<file path="config.mk">
export PLATFORM = sky130hd
export DESIGN_NAME = enhanced_router
export DESIGN_NICKNAME = d
export VERILOG_FILES = /design/src/source/router_pkg.sv /design/src/source/port_fifo.sv /design/src/source/route_decoder.sv /design/src/source/crossbar_arbiter.sv /design/src/source/crossbar_switch.sv /design/src/source/enhanced_router.sv
export SDC_FILE = /design/constraint.sdc
export NUM_CORES = 1
export LEC_CHECK = 0
export ABC_CLOCK_PERIOD_IN_PS = 6100
export BUFFER_PORTS_ARGS = -buffer_cell sky130_fd_sc_hd__buf_2
export CAP_MARGIN = 10
export CELL_PAD_IN_SITES_DETAIL_PLACEMENT = 0
export CELL_PAD_IN_SITES_GLOBAL_PLACEMENT = 1
export CORE_MARGIN = 1.5
export CORE_UTILIZATION = 48
export CTS_CLUSTER_DIAMETER = 200
export DETAILED_ROUTE_END_ITERATION = 10
export HOLD_SLACK_MARGIN = 0.12
export PLACE_DENSITY = 0.81
export REMOVE_ABC_BUFFERS = 1
export SLEW_MARGIN = 10
export SYNTH_ARGS = -nofsm -noshare
export SYNTH_HDL_FRONTEND = slang
export SYNTH_SLANG_ARGS = --single-unit
export TNS_END_PERCENT = 10
</file>
<file path="constraint.sdc">
create_clock -name clk -period 6.1 [get_ports clk]
set_input_delay 1.22 -clock clk [delete_from_list [all_inputs] [get_ports clk]]
set_output_delay 1.22 -clock clk [all_outputs]
set_load 0.05 [all_outputs]
</file>
<file path="src/source/router_pkg.sv">
package router_pkg;

    // ****************************************
    // Port numbering
    // ****************************************
    localparam int NUM_PORTS = 5;

    typedef logic [2:0] port_idx_t;   // Port number, grant and route target
    typedef logic [5:0] addr_t;       // {group, node}
    typedef logic [3:0] group_t;
    typedef logic [1:0] node_t;

    localparam port_idx_t PORT_GPU    = 3'd0;
    localparam port_idx_t PORT_SPINE1 = 3'd1;
    localparam port_idx_t PORT_SPINE2 = 3'd2;
    localparam port_idx_t PORT_SPINE3 = 3'd3;
    localparam port_idx_t PORT_SPINE4 = 3'd4;

    // ****************************************
    // Status and control encodings
    // ****************************************
    typedef enum logic [1:0] {
        DIR_NONE    = 2'd0,
        DIR_UP      = 2'd1,   // GPU to spine
        DIR_DOWN    = 2'd2,   // Spine to GPU
        DIR_TRANSIT = 2'd3    // Spine to spine
    } dir_e;

    typedef enum logic [1:0] {
        ARB_IDLE = 2'd0,
        ARB_XFER = 2'd1,
        ARB_HOLD = 2'd2
    } arb_state_e;

endpackage

</file>
<file path="src/source/port_fifo.sv">
`timescale 1ns/1ns

module port_fifo
    import router_pkg::*;
#(
    parameter int DWIDTH     = 16,
    parameter int FIFO_DEPTH = 8
)(
    input  logic              clk,
    input  logic              rst,
    input  logic [DWIDTH-1:0] in_data,
    input  logic              in_valid,
    input  addr_t             dest_addr,
    output logic              in_ready,
    input  logic              pop,
    output logic [DWIDTH-1:0] head_data,
    output addr_t             head_addr,
    output logic              empty,
    output logic              full
);

    localparam int PTR_W = (FIFO_DEPTH > 1) ? $clog2(FIFO_DEPTH) : 1;
    localparam int CNT_W = $clog2(FIFO_DEPTH + 1);

    logic [DWIDTH-1:0] data_mem [FIFO_DEPTH];
    addr_t             addr_mem [FIFO_DEPTH];
    logic [PTR_W-1:0]  wr_ptr;
    logic [PTR_W-1:0]  rd_ptr;
    logic [CNT_W-1:0]  count;
    logic              wr_en;
    logic              rd_en;

    function automatic logic [PTR_W-1:0] ptr_next(input logic [PTR_W-1:0] ptr);
        if (ptr == PTR_W'(FIFO_DEPTH - 1)) begin
            return '0;   // Wrap for any depth
        end
        return ptr + 1'b1;
    endfunction

    assign full      = (count == CNT_W'(FIFO_DEPTH));
    assign empty     = (count == '0);
    assign in_ready  = !full;
    assign wr_en     = in_valid && !full;
    assign rd_en     = pop && !empty;

    assign head_data = data_mem[rd_ptr];
    assign head_addr = addr_mem[rd_ptr];

    always_ff @(posedge clk) begin
        if (wr_en) begin
            data_mem[wr_ptr] <= in_data;
            addr_mem[wr_ptr] <= dest_addr;   // Address rides with its word
        end
    end

    always_ff @(posedge clk) begin
        if (rst) begin
            wr_ptr <= '0;
            rd_ptr <= '0;
            count  <= '0;
        end else begin
            if (wr_en) begin
                wr_ptr <= ptr_next(wr_ptr);
            end
            if (rd_en) begin
                rd_ptr <= ptr_next(rd_ptr);
            end
            case ({wr_en, rd_en})
                2'b10:   count <= count + 1'b1;
                2'b01:   count <= count - 1'b1;
                default: count <= count;   // Idle or simultaneous push and pop
            endcase
        end
    end

    // Arbiter only pops a FIFO that holds a word
    assert property (@(posedge clk) disable iff (rst) pop |-> !empty)
        else $error("port_fifo: pop while empty");

    assert property (@(posedge clk) disable iff (rst)
        full && !pop |=> full && $stable(wr_ptr))
        else $error("port_fifo: write accepted while full");

endmodule

</file>
<file path="src/source/route_decoder.sv">
`timescale 1ns/1ns

module route_decoder
    import router_pkg::*;
#(
    parameter int GROUP_ID  = 4'b0100,
    parameter int ROUTER_ID = 3
)(
    input  addr_t     head_addr,
    output port_idx_t target
);

    group_t addr_group;
    node_t  addr_node;
    logic   group_hit;
    logic   node_hit;
    logic   local_hit;

    assign addr_group = head_addr[5:2];
    assign addr_node  = head_addr[1:0];

    assign group_hit  = (addr_group == group_t'(GROUP_ID));
    assign node_hit   = (addr_node == node_t'(ROUTER_ID));
    assign local_hit  = group_hit && node_hit;   // Addressed to this GPU

    // Everything not local leaves on the spine chosen by the node field
    assign target = local_hit ? PORT_GPU : PORT_SPINE1 + port_idx_t'(addr_node);

endmodule

</file>
<file path="src/source/crossbar_arbiter.sv">
`timescale 1ns/1ns

module crossbar_arbiter
    import router_pkg::*;
(
    input  logic                 clk,
    input  logic                 rst,
    input  logic                 arb_enable,
    input  logic [NUM_PORTS-1:0] not_empty,
    input  port_idx_t            target_0,
    input  port_idx_t            target_1,
    input  port_idx_t            target_2,
    input  port_idx_t            target_3,
    input  port_idx_t            target_4,
    input  logic [NUM_PORTS-1:0] egress_busy,
    output port_idx_t            grant,
    output port_idx_t            grant_target,
    output logic                 xfer,
    output logic [NUM_PORTS-1:0] pop,
    output logic                 busy,
    output dir_e                 direction
);

    arb_state_e state;
    port_idx_t  target_arr [NUM_PORTS];
    port_idx_t  pick;
    port_idx_t  pick_target;
    logic       pick_found;

    assign target_arr[0] = target_0;
    assign target_arr[1] = target_1;
    assign target_arr[2] = target_2;
    assign target_arr[3] = target_3;
    assign target_arr[4] = target_4;

    assign pick_target  = target_arr[pick];
    assign grant_target = target_arr[grant];   // Head is stable until popped

    // ****************************************
    // Round-robin search
    // ****************************************
    always_comb begin
        int cand;
        pick       = grant;
        pick_found = 1'b0;
        for (int i = 1; i <= NUM_PORTS; i++) begin
            cand = (int'(grant) + i) % NUM_PORTS;   // Start after last grant
            if (!pick_found && not_empty[cand]) begin
                pick       = port_idx_t'(cand);
                pick_found = 1'b1;
            end
        end
    end

    // ****************************************
    // Grant FSM
    // ****************************************
    always_ff @(posedge clk) begin
        if (rst) begin
            state <= ARB_IDLE;
            grant <= PORT_GPU;
        end else begin
            case (state)
                ARB_IDLE: begin
                    if (arb_enable && pick_found) begin
                        grant <= pick;
                        state <= egress_busy[pick_target] ? ARB_HOLD : ARB_XFER;
                    end
                end
                ARB_HOLD: begin
                    if (!egress_busy[grant_target]) begin
                        state <= ARB_XFER;   // Grant kept, so no reordering
                    end
                end
                ARB_XFER: begin
                    state <= ARB_IDLE;
                end
                default: begin
                    state <= ARB_IDLE;
                end
            endcase
        end
    end

    assign xfer = (state == ARB_XFER);
    assign busy = (state != ARB_IDLE);
    assign pop  = xfer ? (NUM_PORTS'(1) << grant) : '0;

    always_comb begin
        direction = DIR_NONE;
        if (busy) begin
            if (grant == PORT_GPU && grant_target != PORT_GPU) begin
                direction = DIR_UP;
            end else if (grant != PORT_GPU && grant_target == PORT_GPU) begin
                direction = DIR_DOWN;
            end else if (grant != PORT_GPU) begin
                direction = DIR_TRANSIT;
            end
        end
    end

    assert property (@(posedge clk) disable iff (rst)
        |pop |-> $onehot(pop) && ((pop & not_empty) == pop))
        else $error("crossbar_arbiter: bad pop vector %h", pop);

    // Switch must report the target register free on the transfer cycle
    assert property (@(posedge clk) disable iff (rst)
        xfer |-> !egress_busy[grant_target])
        else $error("crossbar_arbiter: xfer to busy port %0d", grant_target);

endmodule

</file>
<file path="src/source/crossbar_switch.sv">
`timescale 1ns/1ns

module crossbar_switch
    import router_pkg::*;
#(
    parameter int DWIDTH = 16
)(
    input  logic                 clk,
    input  logic                 rst,
    input  logic [DWIDTH-1:0]    head_data_0,
    input  logic [DWIDTH-1:0]    head_data_1,
    input  logic [DWIDTH-1:0]    head_data_2,
    input  logic [DWIDTH-1:0]    head_data_3,
    input  logic [DWIDTH-1:0]    head_data_4,
    input  port_idx_t            grant,
    input  port_idx_t            grant_target,
    input  logic                 xfer,
    output logic [DWIDTH-1:0]    out_data_0,
    output logic [DWIDTH-1:0]    out_data_1,
    output logic [DWIDTH-1:0]    out_data_2,
    output logic [DWIDTH-1:0]    out_data_3,
    output logic [DWIDTH-1:0]    out_data_4,
    output logic                 out_valid_0,
    output logic                 out_valid_1,
    output logic                 out_valid_2,
    output logic                 out_valid_3,
    output logic                 out_valid_4,
    input  logic                 out_ready_0,
    input  logic                 out_ready_1,
    input  logic                 out_ready_2,
    input  logic                 out_ready_3,
    input  logic                 out_ready_4,
    output logic [NUM_PORTS-1:0] egress_busy
);

    logic [DWIDTH-1:0]    head_arr    [NUM_PORTS];
    logic [DWIDTH-1:0]    egress_data [NUM_PORTS];
    logic [NUM_PORTS-1:0] egress_valid;
    logic [NUM_PORTS-1:0] ready_vec;
    logic [NUM_PORTS-1:0] load;
    logic [DWIDTH-1:0]    sel_data;

    assign head_arr[0] = head_data_0;
    assign head_arr[1] = head_data_1;
    assign head_arr[2] = head_data_2;
    assign head_arr[3] = head_data_3;
    assign head_arr[4] = head_data_4;

    assign ready_vec = {out_ready_4, out_ready_3, out_ready_2, out_ready_1, out_ready_0};

    assign sel_data    = head_arr[grant];
    assign load        = xfer ? (NUM_PORTS'(1) << grant_target) : '0;
    assign egress_busy = egress_valid & ~ready_vec;   // Free if drained this cycle

    always_ff @(posedge clk) begin
        if (rst) begin
            egress_valid <= '0;
        end else begin
            egress_valid <= load | (egress_valid & ~ready_vec);
        end
    end

    always_ff @(posedge clk) begin
        for (int p = 0; p < NUM_PORTS; p++) begin
            if (load[p]) begin
                egress_data[p] <= sel_data;
            end
        end
    end

    assign out_data_0  = egress_data[0];
    assign out_data_1  = egress_data[1];
    assign out_data_2  = egress_data[2];
    assign out_data_3  = egress_data[3];
    assign out_data_4  = egress_data[4];
    assign out_valid_0 = egress_valid[0];
    assign out_valid_1 = egress_valid[1];
    assign out_valid_2 = egress_valid[2];
    assign out_valid_3 = egress_valid[3];
    assign out_valid_4 = egress_valid[4];

    // A held word is never overwritten or dropped before its handshake
    for (genvar p = 0; p < NUM_PORTS; p++) begin : g_hold_chk
        assert property (@(posedge clk) disable iff (rst)
            egress_valid[p] && !ready_vec[p] |=> egress_valid[p] && $stable(egress_data[p]))
            else $error("crossbar_switch: egress %0d changed while held", p);
    end

endmodule

</file>
<file path="src/source/enhanced_router.sv">
`timescale 1ns/1ns

module enhanced_router
    import router_pkg::*;
#(
    parameter int ROUTER_ID  = 3,
    parameter int DWIDTH     = 16,
    parameter int FIFO_DEPTH = 8,
    parameter int GROUP_ID   = 4'b0100
)(
    input  logic                 clk,
    input  logic                 rst,
    input  logic                 arb_enable,

    input  logic [DWIDTH-1:0]    gpu_in_data,
    input  logic                 gpu_in_valid,
    input  addr_t                gpu_dest_addr,
    output logic                 gpu_in_ready,
    output logic [DWIDTH-1:0]    gpu_out_data,
    output logic                 gpu_out_valid,
    input  logic                 gpu_out_ready,

    input  logic [DWIDTH-1:0]    spine1_in_data,
    input  logic                 spine1_in_valid,
    input  addr_t                spine1_dest_addr,
    output logic                 spine1_in_ready,
    output logic [DWIDTH-1:0]    spine1_out_data,
    output logic                 spine1_out_valid,
    input  logic                 spine1_out_ready,

    input  logic [DWIDTH-1:0]    spine2_in_data,
    input  logic                 spine2_in_valid,
    input  addr_t                spine2_dest_addr,
    output logic                 spine2_in_ready,
    output logic [DWIDTH-1:0]    spine2_out_data,
    output logic                 spine2_out_valid,
    input  logic                 spine2_out_ready,

    input  logic [DWIDTH-1:0]    spine3_in_data,
    input  logic                 spine3_in_valid,
    input  addr_t                spine3_dest_addr,
    output logic                 spine3_in_ready,
    output logic [DWIDTH-1:0]    spine3_out_data,
    output logic                 spine3_out_valid,
    input  logic                 spine3_out_ready,

    input  logic [DWIDTH-1:0]    spine4_in_data,
    input  logic                 spine4_in_valid,
    input  addr_t                spine4_dest_addr,
    output logic                 spine4_in_ready,
    output logic [DWIDTH-1:0]    spine4_out_data,
    output logic                 spine4_out_valid,
    input  logic                 spine4_out_ready,

    output logic [NUM_PORTS-1:0] fifo_in_full,
    output logic [NUM_PORTS-1:0] fifo_in_empty,
    output logic                 crossbar_busy,
    output port_idx_t            current_grant,
    output dir_e                 routing_direction
);

    logic [DWIDTH-1:0]    in_data   [NUM_PORTS];
    addr_t                dest_addr [NUM_PORTS];
    logic [NUM_PORTS-1:0] in_valid;
    logic [NUM_PORTS-1:0] in_ready;
    logic [DWIDTH-1:0]    head_data [NUM_PORTS];
    addr_t                head_addr [NUM_PORTS];
    port_idx_t            target    [NUM_PORTS];
    logic [NUM_PORTS-1:0] pop;
    logic [NUM_PORTS-1:0] egress_busy;
    port_idx_t            grant_target;
    logic                 xfer;

    // ****************************************
    // Ingress port mapping
    // ****************************************
    assign in_data[PORT_GPU]      = gpu_in_data;
    assign in_data[PORT_SPINE1]   = spine1_in_data;
    assign in_data[PORT_SPINE2]   = spine2_in_data;
    assign in_data[PORT_SPINE3]   = spine3_in_data;
    assign in_data[PORT_SPINE4]   = spine4_in_data;
    assign dest_addr[PORT_GPU]    = gpu_dest_addr;
    assign dest_addr[PORT_SPINE1] = spine1_dest_addr;
    assign dest_addr[PORT_SPINE2] = spine2_dest_addr;
    assign dest_addr[PORT_SPINE3] = spine3_dest_addr;
    assign dest_addr[PORT_SPINE4] = spine4_dest_addr;

    assign in_valid = {spine4_in_valid, spine3_in_valid, spine2_in_valid,
                       spine1_in_valid, gpu_in_valid};

    assign gpu_in_ready    = in_ready[PORT_GPU];
    assign spine1_in_ready = in_ready[PORT_SPINE1];
    assign spine2_in_ready = in_ready[PORT_SPINE2];
    assign spine3_in_ready = in_ready[PORT_SPINE3];
    assign spine4_in_ready = in_ready[PORT_SPINE4];

    for (genvar i = 0; i < NUM_PORTS; i++) begin : g_port
        port_fifo #(
            .DWIDTH(DWIDTH),
            .FIFO_DEPTH(FIFO_DEPTH)
        ) fifo_inst (
            .clk(clk),
            .rst(rst),
            .in_data(in_data[i]),
            .in_valid(in_valid[i]),
            .dest_addr(dest_addr[i]),
            .in_ready(in_ready[i]),
            .pop(pop[i]),
            .head_data(head_data[i]),
            .head_addr(head_addr[i]),
            .empty(fifo_in_empty[i]),
            .full(fifo_in_full[i])
        );

        route_decoder #(
            .GROUP_ID(GROUP_ID),
            .ROUTER_ID(ROUTER_ID)
        ) decoder_inst (
            .head_addr(head_addr[i]),
            .target(target[i])
        );
    end

    // ****************************************
    // Crossbar control and datapath
    // ****************************************
    crossbar_arbiter arbiter_inst (
        .clk(clk),
        .rst(rst),
        .arb_enable(arb_enable),
        .not_empty(~fifo_in_empty),
        .target_0(target[0]),
        .target_1(target[1]),
        .target_2(target[2]),
        .target_3(target[3]),
        .target_4(target[4]),
        .egress_busy(egress_busy),
        .grant(current_grant),
        .grant_target(grant_target),
        .xfer(xfer),
        .pop(pop),
        .busy(crossbar_busy),
        .direction(routing_direction)
    );

    crossbar_switch #(
        .DWIDTH(DWIDTH)
    ) switch_inst (
        .clk(clk),
        .rst(rst),
        .head_data_0(head_data[0]),
        .head_data_1(head_data[1]),
        .head_data_2(head_data[2]),
        .head_data_3(head_data[3]),
        .head_data_4(head_data[4]),
        .grant(current_grant),
        .grant_target(grant_target),
        .xfer(xfer),
        .out_data_0(gpu_out_data),
        .out_data_1(spine1_out_data),
        .out_data_2(spine2_out_data),
        .out_data_3(spine3_out_data),
        .out_data_4(spine4_out_data),
        .out_valid_0(gpu_out_valid),
        .out_valid_1(spine1_out_valid),
        .out_valid_2(spine2_out_valid),
        .out_valid_3(spine3_out_valid),
        .out_valid_4(spine4_out_valid),
        .out_ready_0(gpu_out_ready),
        .out_ready_1(spine1_out_ready),
        .out_ready_2(spine2_out_ready),
        .out_ready_3(spine3_out_ready),
        .out_ready_4(spine4_out_ready),
        .egress_busy(egress_busy)
    );

endmodule

</file>
# --- Word level (Yosys, flattened, before mapping) ---
# Memory sizes are Yosys's and may differ from the RTL's. A register that Yosys moved wholly into a read port is not among the register bits.
# Index checks and enable logic that the tools add are counted.
op_classes:
  add_sub_neg: 30
  n_div: 5
  order_cmp: 9
  n_eq_ne: 39
  shift: 2
  muxes: 148
  n_bitwise: 6
  n_reduce_logical: 54
ops:
  columns: ["operator", "n"]
  rows:
  - ["two-way mux 3 bit", 54]
  - ["< comparator 32 x 5 -> 1 bit, second input constant", 5]
  - ["remainder unit 32 x 4 -> 32 bit, second input constant", 5]
  - ["two-way mux 1 bit", 67]
  - ["binary-select mux 16 bit (select 3 bit)", 1]
  - ["one-hot mux 4 bit (2 select lines)", 5]
  - ["two-way mux 16 bit", 2]
  - ["adder 3 x 1 -> 3 bit, second input constant", 10]
  - ["equality test 3 bit, second input constant", 10]
  - ["equality test 2 bit, second input constant", 11]
  - ["logical AND 1 bit", 22]
  - ["binary-select mux 1 bit (select 3 bit)", 7]
  - ["adder 4 x 1 -> 4 bit, second input constant", 5]
  - ["equality test 4 x 3 -> 1 bit, second input constant", 5]
  - ["equality test 4 bit, second input constant", 5]
  - ["logical NOT 4 bit", 5]
  - ["subtractor 4 x 1 -> 4 bit, second input constant", 5]
  - ["binary-select mux 3 bit (select 3 bit)", 2]
  - ["adder 1 x 2 -> 3 bit, first input constant", 5]
  - ["logical NOT 1 bit", 14]
  - ["two-way mux 2 bit", 7]
  - ["equality test 2 x 1 -> 1 bit, second input constant", 6]
  - ["nonzero test 2 bit", 6]
  - ["two-way mux 5 bit", 2]
  - ["17 further kinds", 27]
totals:
  ff_bits: 60
  mem_bits_rw: 960
  in_bits: 123
  output_inout_bits: 106
  word_cells: 322
  mem_count: 11
memory_table:
  columns: ["memory", "depth", "word_bits", "rd", "rd_ports_with_merged_regs", "wr", "line_no", "source"]
  rows:
  - ["g_port[0].fifo_inst.data_mem", 8, 16, 1, 1, 1, "port_fifo.sv:25", "logic [DWIDTH-1:0] data_mem [FIFO_DEPTH];"]
  - ["g_port[1].fifo_inst.data_mem", 8, 16, 1, 1, 1, "port_fifo.sv:25", null]
  - ["g_port[2].fifo_inst.data_mem", 8, 16, 1, 1, 1, "port_fifo.sv:25", null]
  - ["g_port[3].fifo_inst.data_mem", 8, 16, 1, 1, 1, "port_fifo.sv:25", null]
  - ["g_port[4].fifo_inst.data_mem", 8, 16, 1, 1, 1, "port_fifo.sv:25", null]
  - ["switch_inst.egress_data", 5, 16, 5, 0, 5, "crossbar_switch.sv:37", "logic [DWIDTH-1:0] egress_data [NUM_PORTS];"]
  - ["5 more memories", null, null, null, null, null, null, null]

# --- Longest topological paths before layout ---
logic_depth:
  depth_word: 27
  ltp_mapped: 26

# --- Cells and area by module ---
# A second synthesis with hierarchy kept.
unflattened:
  hier_cells: 2296
  area_unflattened_um2: 43347.8
by_module_without_submodules:
  columns: ["module", "instances", "cells_each", "area_each_um2"]
  rows:
  - ["port_fifo at g_port[0].fifo_inst ...", 3, 333, 7342.0]
  - ["port_fifo at g_port[3].fifo_inst ...", 2, 333, 7338.3]
  - ["crossbar_switch", 1, 187, 3306.9]
  - ["crossbar_arbiter", 1, 419, 3081.7]
  - ["route_decoder", 5, 4, 47.5]
  - ["enhanced_router", 1, 5, 18.8]

# --- Least setup slack after synthesis ---
# No wires, ideal clock.
synth_path:
  path_type: "flip-flop to flip-flop"
  start: "register arbiter_inst.grant[0]"
  end: "register arbiter_inst.state[0]"
  arrival_ns: 6.158
  path_slack_ns: -0.175
  path_stages_with_launch: 26
  n_path_buf: 3
  synth_period_minus_slack_ns: 6.275
  path_cell_list: "dfxtp_1 buf_2 inv_1 clkbuf_1 ha_1 buf_2 inv_1 ha_1 nor2_1 a21oi_1 xnor2_1 ha_1 nand2b_1 a21oi_1 a2bb2oi_4 mux2_4 a2111oi_4 nor3_1 a41o_1 a32oi_4 mux2i_1 nand2_1 mux2_4 mux2_4 a2bb2oi_1 a22o_1"
synth_between:
  elab_chain_cells: 27
synth_rtl:
  columns: ["element", "line_no", "source"]
  rows:
  - ["from (decl)", "crossbar_arbiter.sv:16", "output port_idx_t grant,"]
  - ["from (signal assigned)", "crossbar_arbiter.sv:66", "grant <= pick;"]
  - ["adder 3 x 1 -> 4 bit", "crossbar_arbiter.sv:47", "cand = (int'(grant) + i) % NUM_PORTS;"]
  - ["remainder unit 32 x 4 -> 32 bit", "crossbar_arbiter.sv:47", null]
  - ["binary-select mux 1 bit (select 3 bit)", "crossbar_arbiter.sv:48", "if (!pick_found && not_empty[cand]) begin"]
  - ["two-way mux 1 bit (not written as such) (2 in a row)", "crossbar_arbiter.sv:48", null]
  - ["two-way mux 1 bit", "crossbar_arbiter.sv:48", null]
  - ["logical NOT 1 bit", "crossbar_arbiter.sv:48", null]
  - ["logical AND 1 bit", "crossbar_arbiter.sv:48", null]
  - ["two-way mux 1 bit", "crossbar_arbiter.sv:48", null]
  - ["[9 not listed]", null, null]
  - ["inverter 3 -> 4 bit (not written as such)", "crossbar_arbiter.sv:36", "assign pick_target = target_arr[pick];"]
  - ["binary-select mux 3 bit (select 3 bit)", "crossbar_arbiter.sv:36", null]
  - ["two-way mux 3 bit (not written as such) (2 in a row)", "crossbar_arbiter.sv:36", null]
  - ["binary-select mux 1 bit (select 3 bit)", "crossbar_arbiter.sv:67", "state <= egress_busy[pick_target] ? ARB_HOLD : ARB_XFER;"]
  - ["two-way mux 1 bit (not written as such)", "crossbar_arbiter.sv:67", null]
  - ["two-way mux 2 bit", "crossbar_arbiter.sv:67", null]
  - ["two-way mux 2 bit", "crossbar_arbiter.sv:65", "if (arb_enable && pick_found) begin"]
  - ["one-hot mux 2 bit (2 select lines)", "crossbar_arbiter.sv:63", "case (state)"]
  - ["to (signal assigned)", "crossbar_arbiter.sv:67", null]
  - ["to (decl)", "crossbar_arbiter.sv:24", "arb_state_e state;"]
# Several ways; a longest one is shown, not always the timed one. The select of a mux whose other input is x is not followed.
# A chain may end at the register's enable or synchronous reset.

# --- Final worst setup path ---
layout_path:
  start: "register arbiter_inst.grant[1]"
  end: "register arbiter_inst.state[0]"
# The elaborated chain is that of the path after synthesis.

==> results.toml <==
[outcome]
outcome = "completed"

[yosys]
synth_edf_count = 960
syn_inst = 2212
yosysWarnings = 0
synth.distinct_cells = 80
syn_area_per_cell_um2 = 18.72
syn_area_um2 = 41400
synth-seq-area-share_pct = 73.26
synth_ff_type = "edfxtp_1"
synthArstFlopShare_pct = 0
yosys_register_bits = 1035

[clocking]
cts.repair.resized = 0
clock-sinks = 1035
clk_latency_ns = 0.68
path_clk_slew_ns = 0.06
cts_made_buffers = 102
post_cts_buffers = 0
cts-root-buf = "clkbuf_16"
cts_tree = "yes"
cts-htree-levels = 3
cts_buffer_depth = 3
cts_hold_buf = 0

[placed_design]
dp_hpwl_um = 60200
post-place-ws_ns = 0.3173
port_buffers = 228
place_area_um2 = 44290
place.gp.congestion = 0.9082

[setup_path]
critPathArrivalTime_ns = 6.31
required_ns = 6.66
critPathSlowestCell = "a311oi_1"
cp_num_buf_inv = 2
end_kind = "flop"
cp_max_fo = 15
crit_type = "flop to flop"
path_cells = "inv_2 > buf_4 > ha_1 > o21ai_1 > nand2_1 > xnor2_1 > ha_1 > fa_1 > a21boi_1 > nand3_1 > mux2i_1 > nor4_1 > a311oi_1 > o211ai_1 > a41o_1 > a32oi_4 > mux2i_1 > nand2_1 > mux2_4 > mux2_4 > a2bb2oi_1 > a22o_1"
cpPeakStageDelay_ns = 0.48
crit_family = "compound AO/OA/AOI/OAI gates"
start_kind = "flop"

[final_layout]
final_cell_mix = "edfxtp_1, buf_2, mux4_2"
final_nets = 2718
syn2layout_area_growth_pct = 15.07
fin_area_um2 = 47640
layout_commonest_cell = "edfxtp_1"
drive_gt1_share_pct = 28.12

[route]
finalWirelength_um = 93380
drc = 0
drt_iter0_markers = 1730
vias_per_cell = 5.790
ant_nets = 0
dr.pass1.iters = 5
vias = 21717
wl_per_cell_um = 24.90

[timing]
slew-limit-headroom_pct = 25.11
setup_viol = 0
fmax_ghz = 0.1740
setup_slack_ns = 0.3524
setup_tns_ns = 0
period_share_pct = 94.22
rsz0062_at_grt = "no"
worst_slew_pin_slew_ns = 1.122
drv_slew = 0
finalHoldViolations = 0
finClkSkew_ns = 0.03853
min_period_ns = 5.748

[power_and_ir_drop]
vdd_ir_drop_max_mv = 0.2423
intPower_w = 0.01314
powerDensity_nw_per_um2 = 388.8
power_frac_seq_pct = 44.4
p_switching_w = 0.005382
clock_power_share_pct = 33.2
combPwrFrac_pct = 22.5
leakagePower_nw = 15.75
swShare_pct = 29.06

[global_route]
grt_pass1_wl_um = 136500
first_global_vias = 21647
grt_overflow = 0
grt_max_degree = 61
antenna_found_initial = 19
grt_util_all_layers_pct = 21.16

[floorplanning]
die_area_um2 = 88020
core_um2 = 85280
die_h_um = 296.7
die_x_um = 296.7
rows = 107
initial_core_util_pct = 48.54
io-pin-count = 229

[hold_path]
min_path_type = "flop to flop"

[run]
cap_violations = 0
-- logic make-up (layout without fill, tap and decap cells) --
| family | count (synthesis) | after routing | share of synthesized area, % |
|---|---|---|---|
| AO/OA/AOI/OAI | 253 | 253 | 4.195 |
| XOR/XNOR | 22 | 22 | 0.5199 |
| adder cells (fa/ha/maj) | 76 | 76 | 2.406 |
| buffers and inverters | 153 | 541 | 1.517 |
| flip-flops | 1035 | 1035 | 73.26 |
| multiplexers | 309 | 309 | 13.36 |
| other | 0 | 7 | 0 |
| AND/OR/NAND/NOR | 364 | 364 | 4.739 |
-- worst paths after layout --
check / startpoint / endpoint / slack (ns) / cells past startpoint
max reg2reg: arbiter_inst.grant[1] / arbiter_inst.state[0] / 0.35 / 22
min reg2reg: g_port[2].fifo_inst.rd_ptr[2] / g_port[2].fifo_inst.rd_ptr[2] / 0.49 / 2
min: g_port[2].fifo_inst.rd_ptr[2] / g_port[2].fifo_inst.rd_ptr[2] / 0.49 / 2
max: arbiter_inst.grant[1] / arbiter_inst.state[0] / 0.35 / 22
-- through the flow --
| step | instances | power [W] | utilization [%] | hold WS, ns |
|---|---|---|---|---|
| floorplan | 2116 | 0.01120 | - | 0.4467 |
| global route | 3747 | 0.01920 | 55.85 | 0.5097 |
| global placement | 3559 | 0.01231 | 51.93 | 0.4677 |
| CTS | 3744 | 0.01856 | 55.82 | 0.4881 |
| finish | 3751 | 0.01852 | 55.86 | 0.4889 |
| detailed placement | 3559 | 0.01243 | 51.93 | 0.4695 |
-- layout make-up --
type	instances	area, µm²
Antenna cell	7	17.52
Tap cell	1144	1431
Clock inverter	53	589.3
Timing Repair Buffer	299	1674
Inverter	57	214.0
Clock buffer	132	2725
Sequential cell	1035	30340
Fill cell	6406	37640
Multi-Input combinational cell	1024	10650
-- cell usage after synthesis (4+ instances only) --
master,instances,area share (%)
o21ai_0,19,0.23
a21oi_2,4,0.085
a31oi_1,5,0.076
nor2_1,84,0.76
nor3b_1,8,0.15
nor4_1,9,0.14
nor2b_1,26,0.39
a211oi_1,20,0.36
a21o_1,8,0.15
mux4_2,192,10
mux2i_1,97,2.3
o211ai_1,6,0.11
a21oi_1,99,1.2
or3_1,7,0.11
inv_2,4,0.036
inv_1,53,0.48
edfxtp_1,960,70
xor2_1,11,0.23
nor3_1,44,0.53
buf_2,4,0.048
fa_1,6,0.29
o22ai_1,38,0.57
xnor2_1,8,0.17
nand3_1,21,0.25
nand4_1,4,0.060
dfxtp_1,75,3.6
nand2_1,67,0.61
clkbuf_1,54,0.49
nor4b_1,42,0.89
buf_1,26,0.24
or4_1,5,0.091
nand2b_1,26,0.39
ha_1,70,2.1
and3_1,7,0.11
buf_4,11,0.20
mux2_2,17,0.46
o21a_1,7,0.13
-- flip-flops by register name, summed over array words and instances (netlist names), named ones only --
register	count
g_port.fifo_inst.rd_ptr	15
arbiter_inst.state	2
switch_inst.egress_valid	5
g_port.fifo_inst.addr_mem	240
g_port.fifo_inst.count	20
g_port.fifo_inst.data_mem	640
switch_inst.egress_data	80
g_port.fifo_inst.wr_ptr	15
arbiter_inst.grant	3
-- layer usage --
metal / GRT usage (%) / vias up / part of all wire [%]
li1: - / 9556 / -
met1: 29.11 / 11231 / 41
met2: 33.89 / 765 / 49
met3: 4.139 / 145 / 7.1
met4: 7.466 / 20 / 3.0
met5: 0 / - / 0.15
-- worst min-delay path, delay by kind of cell (launching register included) --
| kind | cells | cell delay, ns |
|---|---|---|
| AO/OA/AOI/OAI | 1 | 0.07 |
| AND/OR/NAND/NOR | 1 | 0.05 |
| flip-flops | 1 | 0.31 |
-- power groups by stage --
stage	logic, W	clock network (W)	registers (W)
2_1_floorplan	0.00257	0	0.00863
3_3_place_gp	0.00396	0	0.00835
3_5_place_dp	0.00406	0	0.00837
4_1_cts	0.00408	0.00626	0.00822
5_1_grt	0.00444	0.00652	0.00824
6_report	0.00416	0.00614	0.00822
Note: power is estimated with default switching activity, not from simulation.
